==> src/verilog/eeprom_cfg.svh <==
`ifndef EEPROM_CFG_SVH
`define EEPROM_CFG_SVH

// 2 Kbyte array, byte wide
`define EE_ADDR_W 11
`define EE_DATA_W 8

// device type code in the top nibble of every control byte
`define EE_DEV_CODE 4'b1010

// flops per bus line ahead of the edge detector
`define EE_SYNC_STAGES 2

`endif
==> src/verilog/eeprom_pkg.sv <==
`include "eeprom_cfg.svh"

package eeprom_pkg;

    typedef logic [`EE_DATA_W-1:0] ee_byte_t;
    typedef logic [`EE_ADDR_W-1:0] ee_addr_t;

    // one bus occurrence per system clock
    typedef enum logic [2:0]
    {
        none,
        start,
        stop,
        scl_rise,
        scl_fall
    } bus_evt_t;

    typedef enum logic [2:0]
    {
        idle,
        get_ctrl,
        get_addr,
        get_data,
        ack,
        send_data,
        wait_mack
    } ctrl_state_t;

endpackage

==> src/verilog/i2c_line_sampler.sv <==
`timescale 1ns/1ns
`include "eeprom_cfg.svh"

module i2c_line_sampler (
    input  logic                 sda,
    input  logic                 arst_n,
    input  logic                 scl,
    input  logic                 ser_in,
    output eeprom_pkg::bus_evt_t evt,
    output logic                 bit_val
);
    import eeprom_pkg::*;

    logic [`EE_SYNC_STAGES-1:0] scl_sync;
    logic [`EE_SYNC_STAGES-1:0] din_sync;
    logic                       scl_prev;
    logic                       din_prev;
    logic                       scl_now;
    logic                       din_now;
    bus_evt_t                   evt_next;

    assign scl_now = scl_sync[`EE_SYNC_STAGES-1];
    assign din_now = din_sync[`EE_SYNC_STAGES-1];

    // start and stop only happen with scl steady high
    always_comb
    begin
        evt_next = none;
        if (scl_now && scl_prev)
        begin
            if (din_prev && !din_now)
                evt_next = start;
            else if (!din_prev && din_now)
                evt_next = stop;
        end
        else if (scl_now)
            evt_next = scl_rise;
        else if (scl_prev)
            evt_next = scl_fall;
    end

    // idle bus is high on both lines
    always_ff @(posedge sda or negedge arst_n)
    begin
        if (!arst_n)
        begin
            scl_sync <= '1;
            din_sync <= '1;
            scl_prev <= 1'b1;
            din_prev <= 1'b1;
            evt      <= none;
            bit_val  <= 1'b1;
        end
        else
        begin
            scl_sync <= {scl_sync[`EE_SYNC_STAGES-2:0], scl};
            din_sync <= {din_sync[`EE_SYNC_STAGES-2:0], ser_in};
            scl_prev <= scl_now;
            din_prev <= din_now;
            evt      <= evt_next;
            bit_val  <= din_now;
        end
    end

endmodule

==> config.mk <==
export PLATFORM = sky130hd
export DESIGN_NAME = i2c_line_sampler
export DESIGN_NICKNAME = d
export VERILOG_FILES = /design/src/verilog/eeprom_pkg.sv /design/src/verilog/i2c_line_sampler.sv
export VERILOG_INCLUDE_DIRS = /design/src /design/src/verilog
export SDC_FILE = /design/constraint.sdc
export NUM_CORES = 1
export LEC_CHECK = 0
export BUFFER_PORTS_ARGS = -buffer_cell sky130_fd_sc_hd__buf_2
export CAP_MARGIN = 30
export CORE_AREA = 2 2 39 41
export CTS_CLUSTER_SIZE = 20
export DETAILED_ROUTE_END_ITERATION = 8
export DIE_AREA = 0 0 41 43
export PLACE_DENSITY = 0.38
export REMOVE_ABC_BUFFERS = 1
export SETUP_SLACK_MARGIN = 0.15
export SYNTH_ARGS = -nofsm -noshare
export SYNTH_HDL_FRONTEND = slang
export SYNTH_SLANG_ARGS = --single-unit
==> constraint.sdc <==
create_clock -name sda -period 1.35 [get_ports sda]
set_clock_uncertainty 0.2 [all_clocks]
set_input_delay 0.27 -clock sda [delete_from_list [all_inputs] [get_ports sda]]
set_output_delay 0.27 -clock sda [all_outputs]
set_load 0.01 [all_outputs]
### After elaboration in Yosys (flattened, before gate mapping)

Index checks and enable logic that the tools add are counted.

* add/sub/neg operators: 0
* multipliers: 0
* div/mod/pow operators: 0
* $lt $le $gt $ge: 0
* equality and inequality tests: 0
* shift operators: 0
* muxes and demuxes: 5
* bitwise gates (word level): 0
* reductions and logical operators: 5

Operator list (count)
* 2-to-1 mux 3 bit: 3
* 2-to-1 mux 2 bit: 2
* logical AND 1 bit: 3
* zero test 1 bit: 2

* bits in registers: 9
* bits in latches: 0
* memory bits (writable): 0
* bits in read-only memories: 0
* bits of input ports: 4
* output and inout bits: 4
* logic and storage cells: 15
* memories: 0

### Longest topological paths before layout

* depth in word-level cells: 5
* mapped depth: 2

### Worst setup path after synthesis

No wires, ideal clock.

* path type: reg2reg
* start point: register din_prev
* end point: register evt[1]
* library setup time: 0.120 ns
* data arrival time: 0.687 ns
* data required time: 1.030 ns
* setup slack: 0.342 ns
* stages on the path, launching flop included: 3
* buffers on the path: 0
* cell sequence: dfstp_2 nand2b_1 a21boi_1

* longest elaborated chain between the ends: 5
* elaborated cells between the ends (all ways): 6
* classes of those cells: mux (3); reduce/logical (3)

RTL lines
* start, declared: RTL line i2c_line_sampler.sv:17 `logic din_prev;`
* start signal, assigned: RTL line i2c_line_sampler.sv:59 `din_prev <= din_now;`
* zero test 1 bit: RTL line i2c_line_sampler.sv:33 `else if (!din_prev && din_now)`
* logical AND 1 bit: RTL line i2c_line_sampler.sv:33
* 2-to-1 mux 2 bit: RTL line i2c_line_sampler.sv:33
* 2-to-1 mux 2 bit *: RTL line i2c_line_sampler.sv:31 `if (din_prev && !din_now)`
* 2-to-1 mux 3 bit *: RTL line i2c_line_sampler.sv:29 `if (scl_now && scl_prev)`
* net evt_next[1]: RTL line i2c_line_sampler.sv:20 `bus_evt_t evt_next;`
* end signal, assigned: RTL line i2c_line_sampler.sv:51 `evt <= none;`
* end signal, assigned: RTL line i2c_line_sampler.sv:60 `evt <= evt_next;`
* end, declared: RTL line i2c_line_sampler.sv:9 `output eeprom_pkg::bus_evt_t evt,`

Mark *: on every way through the listed nets, which the timed path passes. The rest lies on a longest branch.

==> flow_summary.toml <==
[status]
status = "finished clean"

[timing]
rsz0062_at_grt = "true"
holdWs_ns = 0.154
slew_viol_final = 0
period_share_pct = 99.5
worst_slack_ns = 0.00687
slew_headroom_pct = 87.4
period_needed_ns = 1.34
clock.fmax_ghz = 0.745
final-setup-viol-count = 0
hold_viol_final = 0
worst_pin_slew_ns = 0.189

[routing]
drt-vias-per-instance = 3.47
drc = 0
final_antenna_net_count = 0
first_pass_iters = 1
wl_per_cell_um = 7.84
drtIter0Drc = 0
dr_total_vias = 156
wl_um = 353

[critical_path]
worstSetupPathType = "reg -> out"
cp.required_ns = 0.88
critPathArrivalTime_ns = 0.87
critPathMaxFanout = 2
cp-start-kind = "flop"
critPathBufInv = 1
crit_cells = 1
r2r.worst_path.cells = 3
cpPeakStageDelay_ns = 0.53
slowest_stage = "dfstp_2"
worstSetupEndpoint = "bit_val"
critPathTopFamily = "flip-flops"
worst_r2r_endpoint = "evt[1]"
rrSetupSlack_ns = 0.25
crit_chain = "buf_6"
r2r-start = "din_prev"
cp-end-kind = "primary output"
startpoint = "din_prev"

[layout]
drive_above_1_share_pct = 58.6
final_cell_area_sq_um = 392
diodes = 0
area_delta_synth_final_pct = 46.9
final_cell_mix = "dfstp_2 (6), buf_2 (6), clkbuf_4 (3), dfrtp_1 (3), dlygate4sd3_1 (3)"
fin_cells = 45
final_net_count = 34

[power]
p_comb_share_pct = 6.8
p_int_mw = 0.426
power.leakage_nw = 0.178
ir_drop_v = 0.000479
p_clk_share_pct = 36.3
seqPwrFrac_pct = 56.8
p_switching_mw = 0.0985
total_power_mw = 0.524
p_per_area_mw_per_mm2 = 1340
p_sw_share_pct = 18.8

[floorplanning]
core_area_sq_mm = 0.00138
die_height_um = 43
num_rows = 14
die_area_sq_mm = 0.00176
fp.dieW_um = 41
initial_core_util_pct = 19.3
num_io_pins = 8

[placed_design]
port_buffers = 7
placedCellCount = 37
placed_cell_area_sq_um = 322
preCtsSetupSlack_ns = 0.242
place.gp.congestion = 0.559

[grt]
grtUsageTotal_pct = 5.59
grt_pass1_vias = 163
antenna_found_initial = 0
overflow = 0
grt_first_pass_wirelength_um = 586
grt_max_degree = 10

[synthesis]
ys_ff_latch = 9
synth-seq-area-share_pct = 87.3
netlist_area_sq_um = 267
yosysWarningCount = 0
yosysTopAreaCellShare_pct = 59.2
synth_top_area_cell = "dfstp_2"
yosys-top-cells-area = "dfstp_2 (59%), dfrtp_1 (28%), a21boi_1 (5.6%), nand2b_1 (4.7%), nor2b_1 (2.3%)"
syn_inst = 14
synth_cell_type_count = 5
syn_area_per_cell_sq_um = 19.0

[cts]
htree_levels = 1
numCtsBuffers = 3
clkSinkCount = 9
cts_max_path_buffers = 2
cts_tree = "done"
clk_latency_ns = 0.25
clk_pin_slew_ns = 0.05
clockRootBuffer = "clkbuf_4"

[min_path]
hold_depth = 0
min_path_type = "reg -> reg"

[run]
drv_cap = 0
==> cell type report <==
| class | count | area, sq um |
|---|---|---|
| Clock buffer | 4 | 26.3 |
| Fill cell | 149 | 992 |
| Multi-Input combinational cell | 5 | 33.8 |
| Sequential cell | 9 | 233 |
| Tap cell | 16 | 20.0 |
| Timing Repair Buffer | 11 | 78.8 |
==> cells in the mapped netlist (all sizes together) <==
master	n
a21boi	2
dfstp	6
dfrtp	3
nor2b	1
nand2b	2
==> power by group through the flow <==
stage | Combinational, mW | Sequential (mW) | Clock (mW)
5_1_grt | 0.0400 | 0.299 | 0.220
6_report | 0.0359 | 0.298 | 0.190
4_1_cts | 0.0373 | 0.298 | 0.204
3_5_place_dp | 0.0265 | 0.302 | 0
3_3_place_gp | 0.0258 | 0.301 | 0
2_1_floorplan | 0.00562 | 0.305 | 0
==> flip-flops by register name, indices dropped and copies added, names as in the netlist <==
signal    cells
din_prev      1
evt           3
scl_sync      2
scl_prev      1
din_sync      2
==> metal layers <==
metal | share of wire (%) | global-route usage, %
met4 | 0 | 6.00
met5 | 0 | 0
met1 | 35 | 6.35
met3 | 15 | 3.14
met2 | 50 | 6.56
==> cell families after synthesis <==
| logic type | share of synthesized area, % |
|---|---|
| flops | 87.3 |
| compound gates | 5.63 |
| simple gates | 7.04 |
==> stage by stage <==
step / util [%] / TNS [ns]
2_1_floorplan: - / 0
3_3_place_gp: 23.2 / 0
3_5_place_dp: 23.2 / 0
4_1_cts: 28.3 / -0.00732
5_1_grt: 28.3 / -0.0275
6_report: 28.3 / 0
==> worst min path at each step <==
stage | from | to
final | din_sync[0] | din_sync[1]
after floorplan | arst_n | evt[0]
after CTS | din_sync[0] | din_sync[1]
after detailed placement | arst_n | evt[1]
after global routing | din_sync[0] | din_sync[1]
after global placement | arst_n | evt[2]
==> what timing repair did <==
item                                    CTS  global route
hold endpoints to repair                 11             0
hold buffers                              3             0
setup buffers                             1             0
gates resized for setup                   1             0
endpoints found under the setup margin    4             4
Power figures use the tool's default switching activity.
