**src/verilog/eeprom_cfg.svh**
```systemverilog
`ifndef EEPROM_CFG_SVH
`define EEPROM_CFG_SVH

// 2 Kbyte array, byte wide
`define EE_ADDR_W 11
`define EE_DATA_W 8

// device type code in the top nibble of every control byte
`define EE_DEV_CODE 4'b1010

// flops per bus line ahead of the edge detector
`define EE_SYNC_STAGES 2

`endif
```
**src/verilog/eeprom_pkg.sv**
```systemverilog
`include "eeprom_cfg.svh"

package eeprom_pkg;

    typedef logic [`EE_DATA_W-1:0] ee_byte_t;
    typedef logic [`EE_ADDR_W-1:0] ee_addr_t;

    // one bus occurrence per system clock
    typedef enum logic [2:0]
    {
        none,
        start,
        stop,
        scl_rise,
        scl_fall
    } bus_evt_t;

    typedef enum logic [2:0]
    {
        idle,
        get_ctrl,
        get_addr,
        get_data,
        ack,
        send_data,
        wait_mack
    } ctrl_state_t;

endpackage

```
**src/verilog/i2c_eeprom_ctrl.sv**
```systemverilog
`timescale 1ns/1ns
`include "eeprom_cfg.svh"

module i2c_eeprom_ctrl (
    input  logic                 sda,
    input  logic                 arst_n,
    input  eeprom_pkg::bus_evt_t evt,
    input  logic                 bit_val,
    input  eeprom_pkg::ee_byte_t mem_rdata,
    output logic                 ser_pull_low,
    output eeprom_pkg::ee_addr_t mem_addr,
    output eeprom_pkg::ee_byte_t mem_wdata,
    output logic                 mem_we,
    output logic                 mem_re
);
    import eeprom_pkg::*;

    localparam int HI_W  = `EE_ADDR_W - `EE_DATA_W;
    localparam int CNT_W = $clog2(`EE_DATA_W + 1);

    ctrl_state_t     state;
    ctrl_state_t     ack_next;
    logic [CNT_W-1:0] bit_cnt;
    ee_byte_t        shift_reg;
    ee_byte_t        rx_byte;
    logic [HI_W-1:0] addr_hi;
    ee_byte_t        addr_lo;
    logic            receiving;
    logic            byte_done;

    // byte including the bit sampled this cycle
    assign rx_byte   = {shift_reg[`EE_DATA_W-2:0], bit_val};
    assign receiving = (state == get_ctrl) || (state == get_addr) || (state == get_data);
    assign byte_done = receiving && (evt == scl_rise)
                       && (bit_cnt == CNT_W'(`EE_DATA_W - 1));
    assign mem_addr  = {addr_hi, addr_lo};

    always_ff @(posedge sda or negedge arst_n)
    begin
        if (!arst_n)
        begin
            state        <= idle;
            ack_next     <= idle;
            bit_cnt      <= '0;
            shift_reg    <= '0;
            addr_hi      <= '0;
            addr_lo      <= '0;
            mem_wdata    <= '0;
            mem_we       <= 1'b0;
            mem_re       <= 1'b0;
            ser_pull_low <= 1'b0;
        end
        else
        begin
            mem_we <= 1'b0;
            mem_re <= 1'b0;
            if (evt == start)
            begin
                state        <= get_ctrl;
                bit_cnt      <= '0;
                ser_pull_low <= 1'b0;
            end
            else if (evt == stop)
            begin
                state        <= idle;
                ser_pull_low <= 1'b0;
            end
            else
            begin
                if (receiving && evt == scl_rise)
                begin
                    shift_reg <= rx_byte;
                    bit_cnt   <= byte_done ? '0 : bit_cnt + 1'b1;
                end
                case (state)
                    get_ctrl:
                        if (byte_done)
                        begin
                            if (rx_byte[`EE_DATA_W-1 -: 4] == `EE_DEV_CODE)
                            begin
                                addr_hi  <= rx_byte[HI_W:1];
                                ack_next <= rx_byte[0] ? send_data : get_addr;
                                state    <= ack;
                            end
                            else
                                state <= idle;
                        end
                    get_addr:
                        if (byte_done)
                        begin
                            addr_lo  <= rx_byte;
                            ack_next <= get_data;
                            state    <= ack;
                        end
                    get_data:
                        if (byte_done)
                        begin
                            mem_wdata <= rx_byte;
                            mem_we    <= 1'b1;
                            ack_next  <= idle;
                            state     <= ack;
                        end
                    // first fall pulls the line, the second one ends the ack bit
                    ack:
                        if (evt == scl_rise && ack_next == send_data)
                            mem_re <= 1'b1;
                        else if (evt == scl_fall)
                        begin
                            if (!ser_pull_low)
                                ser_pull_low <= 1'b1;
                            else if (ack_next == send_data)
                            begin
                                ser_pull_low <= ~mem_rdata[`EE_DATA_W-1];
                                shift_reg    <= mem_rdata << 1;
                                bit_cnt      <= CNT_W'(1);
                                state        <= send_data;
                            end
                            else
                            begin
                                ser_pull_low <= 1'b0;
                                state        <= ack_next;
                            end
                        end
                    // msb first, one bit per low phase
                    send_data:
                        if (evt == scl_fall)
                        begin
                            if (bit_cnt == CNT_W'(`EE_DATA_W))
                            begin
                                ser_pull_low <= 1'b0;
                                state        <= wait_mack;
                            end
                            else
                            begin
                                ser_pull_low <= ~shift_reg[`EE_DATA_W-1];
                                shift_reg    <= shift_reg << 1;
                                bit_cnt      <= bit_cnt + 1'b1;
                            end
                        end
                    // single-byte reads, so a master ack also ends the transfer
                    wait_mack:
                        if (evt == scl_rise)
                            state <= idle;
                    default:
                        state <= idle;
                endcase
            end
        end
    end

endmodule

```
**config.mk**
```make
export PLATFORM = sky130hd
export DESIGN_NAME = i2c_eeprom_ctrl
export DESIGN_NICKNAME = d
export VERILOG_FILES = /design/src/verilog/eeprom_pkg.sv /design/src/verilog/i2c_eeprom_ctrl.sv
export VERILOG_INCLUDE_DIRS = /design/src /design/src/verilog
export SDC_FILE = /design/constraint.sdc
export NUM_CORES = 1
export LEC_CHECK = 0
export BUFFER_PORTS_ARGS = -buffer_cell sky130_fd_sc_hd__buf_2
export CAP_MARGIN = 25
export CORE_ASPECT_RATIO = 1.75
export CORE_MARGIN = 5
export CORE_UTILIZATION = 45
export CTS_CLUSTER_SIZE = 20
export DETAILED_ROUTE_END_ITERATION = 8
export GPL_TIMING_DRIVEN = 0
export PLACE_DENSITY = 0.67
export SYNTH_ARGS = -nofsm -noshare
export SYNTH_HDL_FRONTEND = slang
export SYNTH_SLANG_ARGS = --single-unit
```
**constraint.sdc**
```tcl
create_clock -name sda -period 5.77 [get_ports sda]
set_input_delay 0.577 -clock sda [delete_from_list [all_inputs] [get_ports sda]]
set_output_delay 0.577 -clock sda [all_outputs]
set_load 0.02 [all_outputs]
```
Yosys cells after proc, flatten, opt, wreduce, memory -nomap -nowiden. Cells that the tools add are included.

Add/sub/neg operators: 1. Reduce and logical (&&, ||, !) cells: 15. Bitwise gates (word level): 4. Muxes and demuxes: 55. Eq/ne operators: 27.

Operators with widths (number): 8-bit 2-to-1 mux (7); 3-bit 2-to-1 mux (17); 4-bit 2-to-1 mux (10); 4-bit != test (second input constant) (6); 1-bit 2-to-1 mux (16); 8-bit one-hot mux with 2 select lines (1); 3-bit equality test (second input constant) (5); 3-bit one-hot mux with 5 select lines (1); 3-bit by 2-bit equality test with 1-bit output (second input constant) (4); 4-bit AND reduction (3); 3-bit one-hot mux with 3 select lines (1); 4-bit equality test (second input constant) (2); 2-bit != test (second input constant) (4); 4-bit one-hot mux with 2 select lines (1); 8-bit AND reduction (1); 7-bit AND reduction (1); 3-bit by 1-bit equality test with 1-bit output (second input constant) (2); 5-bit AND reduction (1); 4-bit by 1-bit adder with 4-bit output (second input constant) (1); 4-bit by 3-bit equality test with 1-bit output (second input constant) (1); 4-bit by 1-bit != test with 1-bit output (second input constant) (1); 4-bit by 2-bit != test with 1-bit output (second input constant) (1); 1-bit NOT (4); 4-bit nonzero test (1); 7 further kinds (10).

Word-level logic and storage cells: 112. Bits in registers: 40.

Depth between registers and ports, before layout. Gate-level depths: netlist (run 1).

Depth in word-level cells: 14. Gate-level depth with buffers: 7. Mapped depth without buffers: 7.

Worst setup path before layout (run 1). OpenSTA, ideal clock, no wires.

Path kind: input to register. From: input port evt[0]. To: register addr_lo[0]. Arrival: 1.941 ns. Setup time: 0.125 ns. Data required time: 5.645 ns. Setup slack: 3.704 ns. Cell stages on the path: 6. Cells stage by stage: buf_4 nand3b_4 nor4_4 nand2_1 nor2_4 mux2_2.

Longest elaborated chain between the ends: 4. Elaborated cells between the ends (all ways): 8. Classes of those cells: eq/ne (3); bitwise (2); reduce/logical (3).

RTL lines: start, declared (RTL line i2c_eeprom_ctrl.sv:7) `input eeprom_pkg::bus_evt_t evt,`; 3-bit by 2-bit equality test with 1-bit output (RTL line i2c_eeprom_ctrl.sv:34) `assign byte_done = receiving && (evt == scl_rise)`; 1-bit logical AND (2 in series) (RTL line i2c_eeprom_ctrl.sv:34); 4-bit AND reduction (no line) (*); end signal, assigned (RTL line i2c_eeprom_ctrl.sv:91) `addr_lo <= rx_byte;`; end, declared (RTL line i2c_eeprom_ctrl.sv:27) `ee_byte_t addr_lo;`.

Every way passes the cells marked *; elsewhere a longest branch is shown, timed or not. A chain may end at the register's enable or synchronous reset.

Worst setup path after layout (run 1).
From: register state[2]. To: register addr_lo[1].

Longest elaborated chain between the ends: 6. Elaborated cells between the ends (all ways): 8. Classes of those cells: eq/ne (3); reduce/logical (5).

RTL lines: start, declared (RTL line i2c_eeprom_ctrl.sv:21) `ctrl_state_t state;`; start signal, assigned (RTL line i2c_eeprom_ctrl.sv:42) `state <= idle;`; start signal, assigned (RTL line i2c_eeprom_ctrl.sv:59) `state <= get_ctrl;`; start signal, assigned (RTL line i2c_eeprom_ctrl.sv:65) `state <= idle;`; 3-bit by 1-bit equality test with 1-bit output or 3-bit by 2-bit equality test with 1-bit output (tied branches) (RTL line i2c_eeprom_ctrl.sv:33, i2c_eeprom_ctrl.sv:75); 1-bit logical OR (2 in series) (RTL line i2c_eeprom_ctrl.sv:33) `assign receiving = (state == get_ctrl) || (state == get_addr) || (state == get_data);`; 1-bit logical AND (2 in series) (RTL line i2c_eeprom_ctrl.sv:34); 4-bit AND reduction (no line) (*).

Marks and branches as above.

==> summary.md, run 1 <==
| Metric | Value |
|---|---|
| Post-DP HPWL | `3.179 mm` |
| Crit path DAT | `2.36 ns` |
| Met1 Use GR | `21.62%` |
| Number of library cell types mapped by synthesis | `54` |
| Resized Gates After CTS | `0` |
| GR Util met3 | `3.117%` |
| Run status | `finished clean` |
| GRT Total Usage | `16.20%` |
| Setup-failing EPs final | `0` |
| Synth Net Count | `194` |
| Worst skew pair latency | `0.30 ns` |
| Die Width | `61.20 microns` |
| CP Max Fanout | `10` |
| Hold Slack | `0.4034 ns` |
| Post-synthesis cell area | `2064 sq um` |
| Length in cells of the worst reg-to-reg path | `6` |
| Tmin final | `2.179 ns` |
| Num ports | `36` |
| Drt total wl | `4.452 mm` |
| Num CTS Buffers | `5` |
| Final estimated routing congestion in global placement | `0.8098` |
| Initial Util | `46.45%` |
| Clock Power Share | `28.2%` |
| Depth of the CTS H-tree | `2` |
| Synth area leader | `dfrtp_1` |
| Mapped Cells | `178` |
| Sequential share of the synthesized area | `48.48%` |
| Post-synth EDFFs | `0` |
| Antenna cells | `0` |
| CP Data Required Time | `5.95 ns` |
| RSZ-0062 raised after global routing | `no` |
| Die ar. | `6096 sq um` |
| CTS tree | `built` |
| Gate power share | `26.0%` |
| R2R Path End | `addr_lo[1]` |
| Cts hold-fix bufs | `0` |
| Post-DR vias/cell | `5.730` |
| Final core utilization | `54.11%` |
| Flop2flop setup slack | `3.59 ns` |
| Largest net degree at the start of global routing | `41` |
| Reg power frac | `45.8%` |
| Worst-margin pin slew | `0.8911 ns` |
| Final Hold Violating Endpoints | `0` |
| Initial antenna violation count | `0` |
| Pint | `549.6 uW` |
| Setup bufs post-CTS | `0` |
| Final slew viol count | `0` |
| Rows | `32` |
| TritonCTS Sinks | `40` |
| # placed instances | `262` |
| Final Instance Count excl. Fillers | `270` |
| Die Height | `99.60 microns` |
| Layout cells sized above 1 | `32.88%` |
| DRC Markers | `0` |
| GRT busiest layer | `met2` |
| Grt ovf | `0` |
| Final ANT Viol Nets | `0` |
| CP startpoint | `state[2]` |
| Fill count | `404` |
| Core area | `4444 sq um` |
| First-pass GRT wire length | `7.541 mm` |
| Via count | `1547` |
| Worst setup SP type | `flip-flop` |
| Post-route cell area | `2405 sq um` |
| Worst min path class | `in -> async` |
| Setup TNS | `0 ns` |
| Placed cell areas | `2293 sq um` |
| Worst r2r src | `state[2]` |
| Crit. End Element | `flip-flop` |
| Max clock buf depth | `2` |
| Clock skew | `0.01210 ns` |
| First drt pass iteration count | `4` |
| Maxcap violations | `0` |
| Mean Syn Cell Area | `11.60 sq um` |
| Async set or reset register ratio after synthesis | `100.0%` |
| Routed wire per std cell | `16.49 microns` |
| Pleak | `1.174 nW` |
| Pwr Density | `340.9 nW/um^2` |
| Dominant cells by area after synthesis | `dfrtp_1, mux2_2, mux2_1` |
| Slew Limit Headroom | `40.59%` |
| Main synth FF type | `dfrtp_1` |
| Switch share | `32.97%` |
| Met2 usage | `24.71%` |
| Clock root cell | `clkbuf_8` |
| Synth Warn # | `0` |
| Drt first-iter violations | `37` |
| Worst VDD drop | `0.0002236 V` |
| Period Utilization, post-route | `37.77%` |
| #FFs+latches synth | `40` |
| Port Buffers | `33` |
| CTS clk-pin slew, worst paths | `0.09 ns` |
| Sw power | `270.3 uW` |
| Post-synth top area share | `48.48%` |
| Vias in the first global route | `1558` |
| Setup ws final | `3.591 ns` |
| Fin nets | `234` |
| Register Area | `1001 sq um` |
| CP Class | `reg -> reg` |
| Multi-input gate area | `988.4 sq um` |
| Worst setup path endpoint | `addr_lo[1]` |
| Total power | `819.9 uW` |
| Achievable Freq | `458.9 MHz` |
| Pre-CTS setup slack | `3.366 ns` |
| Area Growth Syn to Fin | `16.49%` |
==> cells in the mapped netlist (all sizes together) (2+ instances only) <==
cell type	instances
and2b	2
nand3b	4
nor2	13
buf	6
o21ai	12
nor3	2
or4	2
mux2	21
nand3	3
ha	2
nor3b	2
o31ai	2
clkbuf	2
mux2i	2
a211oi	4
a221o	7
nor2b	8
dfrtp	40
a21oi	7
and3	2
inv	6
nand2	7
o2bb2ai	2
==> critical path, cell delays in order, from the launching register on <==
cell and delay, ns:
dfrtp_1 0.36, buf_2 0.17, o21bai_4 0.23, nor4_4 0.50, nand2_1 0.17, nor2_4 0.26, mux2_2 0.37
==> cell type report <==
cell class / instances / area share, %
Timing Repair Buffer: 33 / 6.868
Multi-Input combinational cell: 124 / 41.10
Tap cell: 51 / 2.653
Clock inverter: 3 / 1.769
Inverter: 6 / 0.9365
Clock buffer: 5 / 2.862
Buffer: 8 / 2.185
Sequential cell: 40 / 41.62
==> worst min path at each step <==
stage / slack [ns] / from / cells after the start / to
finish: 0.40 / arst_n / 1 / addr_lo[6]
CTS: 0.43 / arst_n / 1 / mem_wdata[4]
global placement: 0.46 / mem_wdata[1] / 1 / mem_wdata[1]
floorplan: 0.28 / arst_n / 0 / ack_next[0]
global route: 0.47 / arst_n / 1 / addr_lo[7]
detailed placement: 0.47 / mem_wdata[0] / 1 / mem_wdata[0]
==> cell usage in the layout (no fill, tap or decap), types with 3 or more instances in the layout <==
master	count
mux2_1	9
clkbuf_8	5
buf_2	35
a221o_1	7
a21oi_1	5
nand3_1	3
nand3b_1	3
inv_1	6
dfrtp_1	40
mux2_2	12
nand2_1	7
nor2b_1	8
o21ai_0	11
a211oi_1	4
nor2_1	10
buf_4	3
==> logic make-up after synthesis <==
| group | Yosys count | share of synthesized area, % |
|---|---|---|
| compound gates | 45 | 16.97 |
| xor+xnor | 2 | 0.8486 |
| fa+ha+maj | 2 | 1.212 |
| buf+inv | 14 | 3.636 |
| flops | 40 | 48.48 |
| mux | 23 | 12.42 |
| simple gates | 52 | 16.42 |
==> layer usage <==
metal  wire length (microns)  vias to the layer above
met2                    2261                       36
met4                     115                        0
met3                     186                        8
met5                       0                        -
li1                        -                      740
met1                    1889                      763
==> power groups by stage <==
stage                     Combinational, mW  Sequential, mW  Clock (mW)
after floorplan                       0.168           0.366           0
after global placement                0.211           0.380           0
after detailed placement              0.213           0.380           0
after CTS                             0.214           0.375       0.238
after global routing                  0.236           0.382       0.249
final                                 0.213           0.376       0.231
(Power assumes the default switching activity.)
==> run 2: changes to the inputs <==
Settings changed: PLACE_DENSITY 0.67 to 0.7.
Clock period 5.77 ns to 2 ns, I/O delays scaled along.
==> run 2 against run 1 <==
The flow now finishes with violations (setup timing); critical path depth down 1; maximum frequency up 8.0%; sequential share of layout area down 2.0 points; utilization up 2.8 points; power rose to 2.8 times the previous value; worst hold slack worse by 0.37 ns; clock skew down 0.0041 ns; global-route usage up 0.44 points; critical path type unchanged; largest power group unchanged.
==> summary.md, run 2 (synthesis results as in run 1) <==
| Metric | Value |
|---|---|
| Worst-margin pin slew | `0.9077 ns (was 0.8911 ns)` |
| Clock root cell | `clkbuf_8 (unchanged)` |
| Grt ovf | `0 (unchanged)` |
| Failing checks | `setup timing` |
| Die Width | `61.20 microns (unchanged)` |
| Most frequent cells in the layout | `dfrtp_1, buf_2, mux2_4 (was dfrtp_1, buf_2, mux2_2)` |
| Drt first-iter violations | `42 (was 37)` |
| Maxcap violations | `0 (unchanged)` |
| GRT Total Usage | `16.64% (was 16.20%)` |
| Post-DP HPWL | `3.216 mm (was 3.179 mm)` |
| TritonCTS Sinks | `40 (unchanged)` |
| Area Growth Syn to Fin | `22.49% (was 16.49%)` |
| Drt total wl | `4.709 mm (was 4.452 mm)` |
| Worst min path class | `in -> async (unchanged)` |
| DRC Markers | `0 (unchanged)` |
| Final core utilization | `56.90% (was 54.11%)` |
| Clock skew | `0.008045 ns (was 0.01210 ns)` |
| # placed instances | `262 (unchanged)` |
| Initial Util | `46.45% (unchanged)` |
| Crit path DAT | `2.20 ns (was 2.36 ns)` |
| Core area | `4444 sq um (unchanged)` |
| Worst VDD drop | `0.0006750 V (was 0.0002236 V)` |
| Max clock buf depth | `2 (unchanged)` |
| Pleak | `1.199 nW (was 1.174 nW)` |
| Num CTS Buffers | `5 (unchanged)` |
| CP Data Required Time | `2.18 ns (was 5.95 ns)` |
| RSZ-0062 raised after global routing | `yes (was no)` |
| Num ports | `36 (unchanged)` |
| Worst r2r src | `shift_reg[6] (was state[2])` |
| Initial antenna violation count | `0 (unchanged)` |
| Worst path cell trace | `nor4bb_2 -> and2_1 -> nand2_1 -> nor2_1 -> mux2_2 (was buf_2 -> o21bai_4 -> nor4_4 -> nand2_1 -> nor2_4 -> mux2_2)` |
| Period Utilization, post-route | `100.9% (was 37.77%)` |
| Fin nets | `240 (was 234)` |
| First drt pass iteration count | `4 (unchanged)` |
| Port Buffers | `33 (unchanged)` |
| Final estimated routing congestion in global placement | `0.7786 (was 0.8098)` |
| Layout cells sized above 1 | `39.56% (was 32.88%)` |
| Die ar. | `6096 sq um (unchanged)` |
| Slew Limit Headroom | `39.49% (was 40.59%)` |
| First-pass GRT wire length | `7.679 mm (was 7.541 mm)` |
| Flop2flop setup slack | `-0.02 ns (was 3.59 ns)` |
| Final Hold Violating Endpoints | `0 (unchanged)` |
| Worst setup SP type | `flip-flop (unchanged)` |
| Final slew viol count | `0 (unchanged)` |
| Crit. End Element | `flip-flop (unchanged)` |
| Crit-path max cell delay | `0.48 ns (was 0.50 ns)` |
| Crit path max-delay family | `simple AND/OR/NAND/NOR gates (unchanged)` |
| Vias in the first global route | `1580 (was 1558)` |
| CTS tree | `built (unchanged)` |
| Via count | `1612 (was 1547)` |
| Worst skew pair latency | `0.29 ns (was 0.30 ns)` |
| CTS clk-pin slew, worst paths | `0.09 ns (about the same)` |
| Tmin final | `2.018 ns (was 2.179 ns)` |
| Cts hold-fix bufs | `0 (unchanged)` |
| Length in cells of the worst reg-to-reg path | `5 (was 6)` |
| Post-DR vias/cell | `5.841 (was 5.730)` |
| Setup ws final | `-0.01779 ns (was 3.591 ns)` |
| Antenna cells | `0 (unchanged)` |
| Routed wire per std cell | `17.06 microns (was 16.49 microns)` |
| Commonest non-fill, non-tap cell in the layout | `dfrtp_1 (unchanged)` |
| Final Instance Count excl. Fillers | `276 (was 270)` |
| CP Class | `reg -> reg (unchanged)` |
| Setup-failing EPs final | `3 (was 0)` |
| Run status | `complete, but fails checks (was finished clean)` |
| Hold Slack | `0.03380 ns (was 0.4034 ns)` |
| Setup TNS | `-0.03150 ns (was 0 ns)` |
| R2R Path End | `addr_hi[2] (was addr_lo[1])` |
| Final ANT Viol Nets | `0 (unchanged)` |
| Rows | `32 (unchanged)` |
| Slowest CP cell | `nor4bb_2 (was nor4_4)` |
| Pwr Density | `916.0 nW/um^2 (was 340.9 nW/um^2)` |
| Achievable Freq | `495.6 MHz (was 458.9 MHz)` |
| CP bufs+invs | `0 (was 1)` |
| Depth of the CTS H-tree | `2 (unchanged)` |
| Largest net degree at the start of global routing | `41 (unchanged)` |
| CP Max Fanout | `5 (was 10)` |
| Die Height | `99.60 microns (unchanged)` |
==> run 2: changes by cell type in the layout (fill, tap and decap cells not counted), moves of 4 or more <==
cell	previous run	this run
mux2_1	9	2
buf_4	3	7
mux2_4	0	15
mux2_2	12	4
==> run 2: worst max path at each step <==
stage,cells after the start,from,slack [ns],endpoint
final,5,shift_reg[6],-0.02,addr_hi[2]
after global routing,7,state[2],-0.09,state[0]
after CTS,5,shift_reg[3],0.008,addr_hi[2]
after detailed placement,6,state[2],-0.19,addr_lo[4]
after global placement,6,state[2],-0.16,addr_lo[4]
after floorplan,6,state[2],0.13,addr_lo[0]
==> run 2: cell type report <==
class,instances,area (sq um)
Inverter,6,22.52
Sequential cell,40,1002
Timing Repair Buffer,39,222.7
Tap cell,51,63.81
Buffer,8,56.30
Fill cell,376,1916
Clock inverter,2,15.01
Clock buffer,6,82.58
Multi-Input combinational cell,124,1064
==> run 2: timing repair <==
item / in CTS / in global routing
endpoints found under the setup margin: 21 / 27
pin swaps: 2 / 5
resized for setup: 3 / 19
setup buffers: 2 / 4
hold endpoints to repair: 0 / 0
==> run 2: metal layers <==
metal	wire length, microns	vias up	global-route usage, %	share of wire [%]
met1	1960	808	21.07	42
met2	2423	43	26.84	51
met4	77	0	5.676	1.6
li1	-	755	-	-
met5	0	-	0	0
met3	247	6	4.286	5.2
==> run 2: stage by stage <==
stage / power (mW) / worst slack (ns) / area [sq um]
2_1_floorplan: 1.539 / 0.1349 / 2064
3_3_place_gp: 1.704 / -0.1601 / 2293
3_5_place_dp: 1.712 / -0.1873 / 2293
4_1_cts: 2.307 / 0.007742 / 2434
5_1_grt: 2.461 / -0.08903 / 2529
6_report: 2.316 / -0.01779 / 2529
==> run 2: power by group <==
| group | total, mW | internal [mW] | switching (mW) |
|---|---|---|---|
| Clock | 0.578 | 0.279 | 0.299 |
| Combinational | 0.644 | 0.309 | 0.335 |
| Sequential | 1.09 | 0.927 | 0.167 |
| Total | 2.32 | 1.52 | 0.801 |
==> run 3: changes to the inputs <==
Settings changed: CORE_MARGIN 5 to not set.
==> run 3 against run 2 <==
The run now ends clean; largest cell class unchanged; maximum frequency is 5.8% higher; register-to-register slack better by 0.11 ns; routed wire length is 4.4% lower; global-route usage is 4.3 points higher; critical path type unchanged.
==> summary.md, run 3 (synthesis results as in run 1) <==
| Metric | Value |
|---|---|
| First drt pass iteration count | `4 (unchanged)` |
| Fin nets | `247 (was 240)` |
| Routed wire per std cell | `15.91 microns (was 17.06 microns)` |
| GR Util met3 | `4.188% (was 4.286%)` |
| Achievable Freq | `524.4 MHz (was 495.6 MHz)` |
| Run status | `finished clean (was complete, but fails checks)` |
| Reg power frac | `46.6% (was 47.2%)` |
| Largest net degree at the start of global routing | `41 (unchanged)` |
| Depth of the CTS H-tree | `2 (unchanged)` |
| CP Max Fanout | `7 (was 5)` |
| Worst skew pair latency | `0.29 ns (about the same)` |
| Grt ovf | `0 (unchanged)` |
| Met1 Use GR | `27.08% (was 21.07%)` |
| Drt total wl | `4.502 mm (was 4.709 mm)` |
| Via count | `1640 (was 1612)` |
| Pint | `1.540 mW (was 1.516 mW)` |
| Sw power | `804.0 uW (was 800.7 uW)` |
| Core area | `4404 sq um (was 4444 sq um)` |
| GRT busiest layer | `met2 (unchanged)` |
| Final Hold Violating Endpoints | `0 (unchanged)` |
| Commonest non-fill, non-tap cell in the layout | `dfrtp_1 (unchanged)` |
| Slew Limit Headroom | `40.86% (was 39.49%)` |
| Setup TNS | `0 ns (was -0.03150 ns)` |
| Length in cells of the worst reg-to-reg path | `5 (unchanged)` |
| Max clock buf depth | `2 (unchanged)` |
| Met2 usage | `32.92% (was 26.84%)` |
| DRC Markers | `0 (unchanged)` |
| Clock Power Share | `23.9% (was 25.0%)` |
| Gate power share | `29.6% (was 27.8%)` |
| Worst-margin pin slew | `0.8871 ns (was 0.9077 ns)` |
| Post-DP HPWL | `3.155 mm (was 3.216 mm)` |
| Maxcap violations | `0 (unchanged)` |
| Die Height | `91.60 microns (was 99.60 microns)` |
| RSZ-0062 raised after global routing | `no (was yes)` |
| CP Data Required Time | `2.17 ns (was 2.18 ns)` |
| Worst VDD drop | `0.0007239 V (was 0.0006750 V)` |
| Vias in the first global route | `1606 (was 1580)` |
| Pwr Density | `916.2 nW/um^2 (was 916.0 nW/um^2)` |
| Num CTS Buffers | `5 (unchanged)` |
| Crit. End Element | `flip-flop (unchanged)` |
| Drt first-iter violations | `34 (was 42)` |
| Final estimated routing congestion in global placement | `0.7907 (was 0.7786)` |
| Pleak | `1.246 nW (was 1.199 nW)` |
| Final core utilization | `58.10% (was 56.90%)` |
| Cts hold-fix bufs | `0 (unchanged)` |
| Rows | `32 (unchanged)` |
| Area Growth Syn to Fin | `23.94% (was 22.49%)` |
| Tmin final | `1.907 ns (was 2.018 ns)` |
| CTS clk-pin slew, worst paths | `0.08 ns (was 0.09 ns)` |
| TritonCTS Sinks | `40 (unchanged)` |
| Worst min path class | `in -> async (unchanged)` |
| Final slew viol count | `0 (unchanged)` |
| Port Buffers | `33 (unchanged)` |
| CP Class | `reg -> reg (unchanged)` |
| Post-DR vias/cell | `5.795 (was 5.841)` |
| Period Utilization, post-route | `95.35% (was 100.9%)` |
| First-pass GRT wire length | `7.576 mm (was 7.679 mm)` |
| Num ports | `36 (unchanged)` |
| Clock skew | `0.01129 ns (was 0.008045 ns)` |
| Crit path DAT | `2.08 ns (was 2.20 ns)` |
| Switch share | `34.30% (was 34.57%)` |
| Setup-failing EPs final | `0 (was 3)` |
| Most frequent cells in the layout | `dfrtp_1, buf_2, buf_4 (was dfrtp_1, buf_2, mux2_4)` |
| Die ar. | `4873 sq um (was 6096 sq um)` |
| Initial antenna violation count | `0 (unchanged)` |
| GRT Total Usage | `20.91% (was 16.64%)` |
| Initial Util | `46.88% (was 46.45%)` |
| Layout cells sized above 1 | `40.95% (was 39.56%)` |
| Clock root cell | `clkbuf_8 (unchanged)` |
| Total power | `2.344 mW (was 2.316 mW)` |
| CTS tree | `built (unchanged)` |
| Worst setup SP type | `flip-flop (unchanged)` |
| Fill count | `405 (was 376)` |
| Antenna cells | `0 (unchanged)` |
| Final ANT Viol Nets | `0 (unchanged)` |
| Die Width | `53.20 microns (was 61.20 microns)` |
-- run 3: changes by cell type in the layout (fill, tap and decap cells not counted), sizes merged --
cell | previous run | this run
clkinvlp | 2 | 0
clkinv | 0 | 2
clkbuf | 7 | 8
buf | 46 | 52
-- run 3: power groups by stage --
stage	Combinational (mW)	Sequential, mW	Clock (mW)
2_1_floorplan	0.485	1.05	0
3_3_place_gp	0.607	1.10	0
3_5_place_dp	0.612	1.10	0
4_1_cts	0.627	1.08	0.568
5_1_grt	0.777	1.11	0.615
6_report	0.693	1.09	0.559
-- run 3: path summary, 6_finish.rpt --
check,slack (ns),endpoint,startpoint
setup / recovery,0.09,shift_reg[7],state[1]
hold / removal,0.03,addr_lo[7],arst_n
setup reg to reg,0.09,shift_reg[7],state[1]
hold reg to reg,0.49,mem_wdata[6],mem_wdata[6]
max in group asynchronous,1.36,bit_cnt[0],arst_n
min in group sda,0.14,shift_reg[1],mem_rdata[0]
-- run 3: worst max-delay path, stage by stage, from the launching register on --
cell,delay [ns]
dfrtp_1,0.43
buf_6,0.14
or4_4,0.56
a21oi_4,0.22
nor2_4,0.08
a221o_1,0.36
-- run 3: timing repair --
item	CTS	global route
buffers inserted	4	9
endpoints found under the setup margin	21	29
gates resized for setup	3	13
pin swaps	1	6
-- run 3: through the flow --
| step | setup slack (ns) | instance area [sq um] | instances | hold WS, ns |
|---|---|---|---|---|
| 3_5_place_dp | -0.2133 | 2293 | 262 | 0.3807 |
| 3_3_place_gp | -0.1572 | 2293 | 262 | 0.3853 |
| 2_1_floorplan | 0.1349 | 2064 | 178 | -0.09559 |
| 4_1_cts | 0.01668 | 2444 | 274 | 0.06164 |
| 5_1_grt | 0.004358 | 2559 | 283 | 0.1112 |
| 6_report | 0.09294 | 2559 | 283 | 0.02894 |
-- run 3: layer usage --
metal | routed length [microns] | share of wire, % | vias to the layer above
met3 | 156 | 3.5 | 10
met2 | 2359 | 52 | 39
met1 | 1878 | 42 | 822
li1 | - | - | 769
met5 | 0 | 0 | -
met4 | 107 | 2.4 | 0
-- run 3: cell type report --
| cell class | instances | area (sq um) | area share, % |
|---|---|---|---|
| Buffer | 8 | 57.56 | 2.249 |
| Inverter | 6 | 22.52 | 0.8802 |
| Sequential cell | 40 | 1002 | 39.17 |
| Multi-Input combinational cell | 124 | 1045 | 40.83 |
| Clock inverter | 2 | 10.01 | 0.3912 |
| Clock buffer | 6 | 82.58 | 3.227 |
| Tap cell | 51 | 63.81 | 2.494 |
| Timing Repair Buffer | 46 | 275.3 | 10.76 |
